**src/source/quant_pkg.sv**
```systemverilog
`default_nettype none

package quant_pkg;

	// ----------------------------------------------------------
	// widths and sizes
	// ----------------------------------------------------------
	localparam int coef_w     = 11;              // signed dct coefficient.
	localparam int frac_w     = 12;              // reciprocal scale is 4096.
	localparam int recip_w    = 13;
	localparam int wide_w     = coef_w + frac_w; // 23 bits.
	localparam int block_len  = 64;
	localparam int block_dim  = 8;               // rows and columns of a block.
	localparam int pipe_depth = 3;
	localparam int recip_scale = 1 << frac_w;

	// ----------------------------------------------------------
	// types
	// ----------------------------------------------------------
	typedef enum logic [0:0] {
		qm_table_a = 1'b0,
		qm_table_b = 1'b1
	} quant_mode_e;

	// lane index is row * 8 + column.
	typedef logic [block_len-1:0][coef_w-1:0]  coef_block_t;
	typedef logic [block_len-1:0][wide_w-1:0]  wide_block_t;
	typedef logic [block_len-1:0][recip_w-1:0] recip_block_t;

	typedef struct packed {
		quant_mode_e mode;
		wide_block_t data;
	} captured_block_t;

	// ----------------------------------------------------------
	// step tables
	// ----------------------------------------------------------
	// fine steps only in the low frequencies.
	function automatic int step_of(input quant_mode_e m, input int idx);
		int row;
		int col;
		int step;
		row = idx / block_dim;
		col = idx % block_dim;
		if (row == 0 && col < 3) step = 16 << col;             // 16, 32, 64.
		else if (row == 0 && col == 3) step = (m == qm_table_a) ? 128 : 64;
		else if (row == 1 && col < 2) step = 32 << col;        // 32, 64.
		else if (row == 1 && col == 2 && m == qm_table_b) step = 64;
		else if (row == 2 && col == 0) step = 64;
		else if (row == 4 && col == 4 && m == qm_table_a) step = 16;
		else step = 512;
		return step;
	endfunction

	function automatic recip_block_t build_recip_table(input quant_mode_e m);
		recip_block_t tab;
		for (int i = 0; i < block_len; i++) begin
			tab[i] = recip_w'(recip_scale / step_of(m, i));
		end
		return tab;
	endfunction

	localparam recip_block_t recip_table_a = build_recip_table(qm_table_a);
	localparam recip_block_t recip_table_b = build_recip_table(qm_table_b);

endpackage

`default_nettype wire
```
**src/source/quantizer.sv**
```systemverilog
`timescale 1ns/1ps
`default_nettype none

module quantizer import quant_pkg::*; (
	input  wire              clk,
	input  wire              srst_n,
	input  wire              enable,
	input  wire quant_mode_e mode,
	input  wire coef_block_t dct,
	output wire coef_block_t q,
	output wire              valid
);

	logic [pipe_depth-1:0] stage_en;
	captured_block_t       captured;
	recip_block_t          recip;
	wide_block_t           product;

	// ----------------------------------------------------------
	// stage gating
	// ----------------------------------------------------------
	quant_valid_pipe u_valid_pipe (
		.clk      (clk),
		.srst_n   (srst_n),
		.enable   (enable),
		.stage_en (stage_en)
	);

	assign valid = stage_en[pipe_depth-1]; // lines up with q.

	// ----------------------------------------------------------
	// data path
	// ----------------------------------------------------------
	quant_input_stage u_input_stage (
		.clk      (clk),
		.srst_n   (srst_n),
		.enable   (enable),
		.mode     (mode),
		.dct      (dct),
		.captured (captured)
	);

	quant_step_rom u_step_rom (
		.mode  (captured.mode), // table follows the block.
		.recip (recip)
	);

	quant_mult_stage u_mult_stage (
		.clk      (clk),
		.srst_n   (srst_n),
		.load     (stage_en[0]),
		.captured (captured),
		.recip    (recip),
		.product  (product)
	);

	quant_round_stage u_round_stage (
		.clk     (clk),
		.srst_n  (srst_n),
		.load    (stage_en[1]),
		.product (product),
		.q       (q)
	);

endmodule

`default_nettype wire

```
**src/source/quant_round_stage.sv**
```systemverilog
`timescale 1ns/1ps
`default_nettype none

module quant_round_stage import quant_pkg::*; (
	input  wire              clk,
	input  wire              srst_n,
	input  wire              load,
	input  wire wide_block_t product,
	output coef_block_t      q
);

	coef_block_t q_next;

	// ----------------------------------------------------------
	// round half up and drop the fraction
	// ----------------------------------------------------------
	// integer part plus the top fraction bit.
	// -0.5 lands on 0 for negatives too.
	always_comb begin
		for (int i = 0; i < block_len; i++) begin
			q_next[i] = product[i][wide_w-1:frac_w] + coef_w'(product[i][frac_w-1]);
		end
	end

	// output register on the same edge as valid.
	always_ff @(posedge clk) begin
		if (!srst_n) begin
			q <= '0;
		end else if (load) begin
			q <= q_next;
		end
	end

endmodule

`default_nettype wire

```
**src/source/quant_mult_stage.sv**
```systemverilog
`timescale 1ns/1ps
`default_nettype none

module quant_mult_stage import quant_pkg::*; (
	input  wire                  clk,
	input  wire                  srst_n,
	input  wire                  load,
	input  wire captured_block_t captured,
	input  wire recip_block_t    recip,
	output wide_block_t          product
);

	wide_block_t lane_prod;

	// ----------------------------------------------------------
	// one signed multiplier per lane
	// ----------------------------------------------------------
	for (genvar i = 0; i < block_len; i++) begin : g_lane
		logic signed [wide_w+recip_w:0] full;

		// reciprocal is unsigned, so pad a zero sign bit.
		assign full = $signed(captured.data[i]) * $signed({1'b0, recip[i]});
		assign lane_prod[i] = full[wide_w-1:0]; // never exceeds 23 bits.
	end

	always_ff @(posedge clk) begin
		if (!srst_n) begin
			product <= '0;
		end else if (load) begin
			product <= lane_prod;
		end
	end

endmodule

`default_nettype wire

```
**src/source/quant_step_rom.sv**
```systemverilog
`timescale 1ns/1ps
`default_nettype none

module quant_step_rom import quant_pkg::*; (
	input  wire quant_mode_e mode,
	output recip_block_t     recip
);

	// whole table switches with the captured mode.
	always_comb begin
		if (mode == qm_table_b) begin
			recip = recip_table_b;
		end else begin
			recip = recip_table_a;
		end
	end

	// ----------------------------------------------------------
	// checks
	// ----------------------------------------------------------
	// steps are powers of two from 16 to 512.
	for (genvar i = 0; i < block_len; i++) begin : g_chk
		always_comb begin
			a_recip_legal : assert final (recip[i] inside
				{13'd256, 13'd128, 13'd64, 13'd32, 13'd8})
				else $error("step_rom: lane %0d holds reciprocal %0d", i, recip[i]);
		end
	end

endmodule

`default_nettype wire

```
**src/source/quant_input_stage.sv**
```systemverilog
`timescale 1ns/1ps
`default_nettype none

module quant_input_stage import quant_pkg::*; (
	input  wire             clk,
	input  wire             srst_n,
	input  wire             enable,
	input  wire quant_mode_e mode,
	input  wire coef_block_t dct,
	output captured_block_t captured
);

	wide_block_t dct_ext;

	// sign extension up to the product width.
	always_comb begin
		for (int i = 0; i < block_len; i++) begin
			dct_ext[i] = {{frac_w{dct[i][coef_w-1]}}, dct[i]};
		end
	end

	// mode is captured with its own block.
	always_ff @(posedge clk) begin
		if (!srst_n) begin
			captured <= '0;
		end else if (enable) begin
			captured.mode <= mode;
			captured.data <= dct_ext;
		end
	end

	// ----------------------------------------------------------
	// checks
	// ----------------------------------------------------------
	a_mode_known : assert property (
		@(posedge clk) disable iff (!srst_n) enable |-> !$isunknown(mode)
	) else $error("input_stage: mode unknown while enable is high");

endmodule

`default_nettype wire

```
**src/source/quant_valid_pipe.sv**
```systemverilog
`timescale 1ns/1ps
`default_nettype none

module quant_valid_pipe import quant_pkg::*; (
	input  wire                   clk,
	input  wire                   srst_n,
	input  wire                   enable,
	output logic [pipe_depth-1:0] stage_en
);

	// bit 0 gates the multiplier stage.
	always_ff @(posedge clk) begin
		if (!srst_n) begin
			stage_en <= '0;
		end else begin
			stage_en <= {stage_en[pipe_depth-2:0], enable};
		end
	end

	// ----------------------------------------------------------
	// checks
	// ----------------------------------------------------------
	// last bit must mirror enable from three edges back.
	property p_valid_latency;
		@(posedge clk) disable iff (!srst_n)
		($past(srst_n, 3) && $past(srst_n, 2) && $past(srst_n, 1)) |->
			(stage_en[pipe_depth-1] == $past(enable, pipe_depth));
	endproperty

	a_valid_latency : assert property (p_valid_latency)
		else $error("valid_pipe: last stage bit out of step with enable");

endmodule

`default_nettype wire

```
**config.mk**
```make
export PLATFORM = sky130hd
export DESIGN_NAME = quantizer
export DESIGN_NICKNAME = d
export VERILOG_FILES = /design/src/source/quant_pkg.sv /design/src/source/quantizer.sv /design/src/source/quant_round_stage.sv /design/src/source/quant_mult_stage.sv /design/src/source/quant_step_rom.sv /design/src/source/quant_input_stage.sv /design/src/source/quant_valid_pipe.sv
export SDC_FILE = /design/constraint.sdc
export NUM_CORES = 2
export LEC_CHECK = 0
export BUFFER_PORTS_ARGS = -buffer_cell sky130_fd_sc_hd__clkbuf_2
export CAP_MARGIN = 40
export CORE_AREA = 2 2 550 552
export DETAILED_ROUTE_END_ITERATION = 6
export DIE_AREA = 0 0 552 554
export PLACE_DENSITY = 0.49
export RECOVER_POWER = 50
export REMOVE_ABC_BUFFERS = 1
export SETUP_SLACK_MARGIN = 0.15
export SYNTH_ARGS = -nofsm -noshare
export SYNTH_HDL_FRONTEND = slang
export SYNTH_SLANG_ARGS = --single-unit
```
**constraint.sdc**
```tcl
create_clock -name clk -period 12.77 [get_ports clk]
set_clock_uncertainty 0.2 [all_clocks]
set_input_delay 0.6385 -clock clk [delete_from_list [all_inputs] [get_ports clk]]
set_output_delay 0.6385 -clock clk [all_outputs]
set_load 0.1 [all_outputs]
```
### Word-level counts from Yosys, hierarchy flattened

Cells that the tools add are included.

* output and inout bits: 705
* flip-flop bits (word level): 2884

* multipliers: 64
* $add $sub $neg: 64
* multiplexer cells: 1

Operator list (count)
* multiplier 11 x 14 -> 23 bit: 36
* adder 11 x 1 -> 11 bit: 64
* two-way mux 477 bit: 1
* multiplier 11 x 5 -> 16 bit, second input constant: 27
* multiplier 11 x 10 -> 21 bit: 1

### Depth between registers and ports, before layout

* word-level depth: 2
* depth in mapped cells: 18
* depth with buffers taken out: 17

### By module

A second synthesis with hierarchy kept.

* cells, all modules: 62110
* area, all modules: 539782.7 µm²

By module, submodules not included
* quant_mult_stage: area an instance 465527.7 µm², sequential area each 29468.3 µm², times used 1, cells each 54086
* quant_round_stage: area an instance 35441.5 µm², sequential area each 14093.5 µm², times used 1, cells each 4144
* quant_input_stage: area an instance 32484.9 µm², sequential area each 14113.5 µm², times used 1, cells each 3040
* quant_step_rom: area an instance 6249.7 µm², sequential area each 0.0 µm², times used 1, cells each 834
* quant_valid_pipe: area an instance 78.8 µm², sequential area each 60.1 µm², times used 1, cells each 6

### Worst setup path after synthesis

No wires, ideal clock.

* path kind: register to register
* start point: register u_input_stage.captured[1472] (netlist name)
* end point: register u_mult_stage.product[89] (netlist bit)
* clock period less this slack: 4121 ps
* stages on the path, launching flop included: 16
* buffers on the path: 1
* required time: 12440 ps
* arrival time: 3791 ps
* path slack: 8649 ps
* cell sequence: dfxtp_1 -> buf_1 -> mux2_2 -> ha_1 -> ha_1 -> inv_1 -> fa_1 -> fa_1 -> inv_1 -> ha_1 -> nand2b_1 -> o31a_1 -> o31ai_4 -> a21oi_2 -> mux2i_1 -> o22ai_1

* longest elaborated chain between the ends: 2

RTL lines
* two-way mux 477 bit: line quant_step_rom.sv:11 `if (mode == qm_table_b) begin`
* multiplier 11 x 14 -> 23 bit: line quant_mult_stage.sv:22 `assign full = $signed(captured.data[i]) * $signed({1'b0, recip[i]});`
* end signal, assigned: line quant_mult_stage.sv:30 `product <= lane_prod;`
* end, declared: line quant_mult_stage.sv:10 `output wide_block_t product`

Every way passes these cells.
A chain may end at the register's enable or synchronous reset.

### Worst setup path in the final report

* start point: input srst_n
* end point: register u_mult_stage.product[612] (netlist bit)

RTL lines
* start, declared: line quantizer.sv:6 `input wire srst_n,`

No word-level cell between the ends.

==> results.json <==
{
  "cp.buffers_inverters": 4,
  "power_density_nw_per_um2": 127,
  "cp-endpoint": "u_mult_stage.product[612]",
  "grt_usage_pct": 12.6,
  "cts.htree.levels": 4,
  "synth.cell_area_um2": 69200,
  "final_cells": 12000,
  "port_buffers": 975,
  "worst_pin_slew_ns": 3.54,
  "slew_headroom_pct": -136,
  "crit_type": "input port to flip-flop",
  "worstPathRequired_ns": 13.30,
  "grt_overflow": 0,
  "synth_xor_area_share_pct": 6.05,
  "crit_arrival_ns": 8.32,
  "cp-end-kind": "flip-flop",
  "fmax_ghz": 0.129,
  "clk_latency_ns": 0.82,
  "synth_fa_ha_area_share_pct": 16.2,
  "die_y_um": 554,
  "syn-instance-count": 7033,
  "outcome": "finished, violations left",
  "fin_nets": 9493,
  "vias": 51000,
  "num_rows": 201,
  "rsz0062_at_grt": "false",
  "vias_per_cell": 4.24,
  "grt_pass1_wl_mm": 304,
  "synth-edff-count": 0,
  "cts_tree": "built",
  "worst_hold_path_type": "flip-flop to flip-flop",
  "finalMaxSlewViolations": 571,
  "vdd_ir_drop_max_uv": 99.9,
  "startpoint": "srst_n",
  "slowest_stage": "clkbuf_1",
  "slowest_delay_ns": 2.40,
  "r2r_slack_ns": 6.06,
  "final_antenna_net_count": 0,
  "internal_power_mw": 7.63,
  "cp_max_fo": 79,
  "clkTransAtPathRegs_ns": 0.06,
  "drc": 0,
  "worstPathCellList": "dlygate4sd3_1 -> clkbuf_1 -> clkbuf_1 -> clkbuf_1 -> o211a_1",
  "switching_share_pct": 28.7,
  "finalSetupViolations": 0,
  "routed_wl_mm": 200,
  "p_clk_share_pct": 45.9,
  "grt_max_degree": 193,
  "startpoint_type": "input port",
  "cp_top_family": "buffers and inverters",
  "grt_pass1_vias": 50300,
  "synthFlopType": "dfxtp_1",
  "finalSetupTns_ns": 0,
  "chipWidth_um": 552,
  "dp.cells": 11400,
  "p_sw_mw": 3.07,
  "grt_antenna_before_repair": 37,
  "seq_area_frac_synth_pct": 37.1,
  "dpl-instance-area_um2": 76600,
  "cts-resized-gates": 0,
  "detail_route.first_pass.iterations": 5,
  "post-cts-setup-buffers": 0,
  "gp_congestion": 0.802,
  "r2r_start": "u_valid_pipe.stage_en[1]",
  "cts_buffer_depth": 4,
  "hold_viol": 0,
  "drt_iter0_markers": 2267,
  "synth_compound_area_share_pct": 9.81,
  "max-cap-violations": 27,
  "hold_start": "u_mult_stage.product[708]",
  "synth_cell_types": 52,
  "avgSynthCellArea_um2": 9.85,
  "drive_above_1_share_pct": 7.80,
  "p_leak_nw": 37.9,
  "period_needed_ns": 7.78,
  "core-area_um2": 299000,
  "design_area_um2": 84000,
  "fp.dieArea_um2": 306000,
  "clock_sinks": 1282,
  "synthSimpleGateAreaFrac_pct": 15.5,
  "numCtsBuffers": 167,
  "synth_mux_area_share_pct": 9.74,
  "violations": "max-capacitance violations, max-slew violations",
  "start_util_pct": 23.1,
  "worstSetupPathDepth": 5,
  "ios": 1413,
  "hpwlAfterDp_mm": 149,
  "crit_top_cell": "clkbuf_1",
  "post_drt_wl_per_cell_um": 16.6,
  "synth_seq_cells": 1282,
  "cts_hold_buf": 269,
  "synth_top_family_by_area": "adder cells",
  "reg2reg_depth": 5,
  "comb_power_share_pct": 13.5,
  "layout-area-overhead-vs-synth_pct": 21.4,
  "async_flop_share_pct": 0,
  "r2r-end": "u_round_stage.q[38]",
  "yosysWarnings": 0,
  "seqPwrFrac_pct": 40.6,
  "period_share_pct": 60.9,
  "clockRootBuffer": "clkbuf_16"
}
==> cell families after synthesis <==
family	Yosys count
multiplexers	673
adder cells (fa/ha/maj)	864
AND/OR/NAND/NOR	2090
flip-flops	1282
AO/OA/AOI/OAI	872
other	2
XOR/XNOR	478
buffers and inverters	772
==> sequential cells by signal, summed over array words and instances (netlist names) <==
| signal | cells |
|---|---|
| u_valid_pipe.stage_en | 3 |
| u_round_stage.q | 488 |
| u_input_stage.captured | 268 |
| u_mult_stage.product | 523 |
==> synth_stat cells (29+ instances only) <==
cell type	n	share of area, %
dfxtp_1	1282	37
ha_1	814	15
nor2b_1	721	6.5
nand2_1	698	3.8
mux2i_1	666	9.6
o211a_1	371	5.4
nand3_1	328	2.4
xnor2_1	261	3.3
xor2_1	217	2.7
buf_4	216	2.3
clkbuf_1	203	1.1
inv_1	183	0.99
buf_2	152	1.1
o21ai_0	152	1.1
a21oi_1	114	0.82
and2_1	77	0.70
nand2b_1	65	0.59
nor3_1	65	0.47
a21boi_0	64	0.69
or3_1	56	0.51
fa_1	50	1.4
a31oi_1	43	0.39
a21o_1	42	0.46
nor2_1	36	0.20
o22ai_1	29	0.26
==> area by class of cell <==
type | instances | area [um2]
Fill cell | 31800 | 215000
Clock inverter | 60 | 808
Tap cell | 3958 | 4950
Sequential cell | 1282 | 25700
Antenna cell | 13 | 32.5
Clock buffer | 238 | 4910
Multi-Input combinational cell | 4992 | 39700
Inverter | 184 | 692
Timing Repair Buffer | 1294 | 7240
==> tightest hold or removal path: stages (launching register included) <==
cell     delay, ns
dfxtp_1       0.32
nand2_1       0.06
nand2_1       0.04
==> layer usage <==
layer	vias to the layer above	track usage [%]	routed length, um
li1	25700	-	-
met1	23900	16.0	91500
met2	1069	20.8	89200
met3	260	3.78	14500
met4	28	3.09	4500
met5	-	0	174
==> stage by stage <==
step	util (%)	setup WS (ns)	hold slack, ns	power (mW)
CTS	28.4	8.16	0.217	10.9
global placement	25.5	8.13	0.255	5.82
global route	28.1	4.12	0.280	11.2
detailed placement	25.6	8.17	0.261	5.84
finish	28.1	4.99	0.266	10.7
floorplan	-	-15.65	0.241	5.58
==> how the worst min path moves through the flow <==
stage                              endpoint  cells past startpoint
2_1_floorplan     u_mult_stage.product[156]                      2
3_3_place_gp      u_mult_stage.product[110]                      2
3_5_place_dp      u_mult_stage.product[708]                      2
4_1_cts        u_input_stage.captured[1090]                      3
5_1_grt        u_input_stage.captured[1205]                      3
6_report          u_mult_stage.product[708]                      2
==> power by group through the flow <==
stage | combinational, mW | sequential (mW) | clock [mW]
after global routing | 1.58 | 4.37 | 5.24
after CTS | 1.49 | 4.35 | 5.10
after detailed placement | 1.41 | 4.43 | 0
after floorplan | 0.709 | 4.87 | 0
final | 1.45 | 4.34 | 4.91
after global placement | 1.39 | 4.43 | 0
==> cells in the final DEF (no fill, tap or decap), drive strengths merged, types with 5 or more instances in the layout <==
master,synthesis,final
a21boi,64,64
a21o,42,42
a21oi,116,116
a31o,24,24
a31oi,43,43
and2,77,77
and3,26,26
buf,385,37
bufinv,0,14
clkbuf,203,1226
clkinv,1,34
clkinvlp,0,5
conb,2,15
dfxtp,1282,1282
diode,0,13
dlygate4sd3,0,269
fa,50,50
ha,814,814
inv,183,191
mux2,7,7
mux2i,666,666
nand2,698,698
nand2b,65,65
nand3,328,328
nand3b,7,7
nand4,7,7
nor2,36,36
nor2b,721,721
nor3,65,65
o211a,371,371
o211ai,5,5
o21a,5,5
o21ai,155,155
o21bai,6,6
o22ai,30,30
or3,56,56
xnor2,261,261
xor2,217,217
Power figures use the tool's default switching activity.
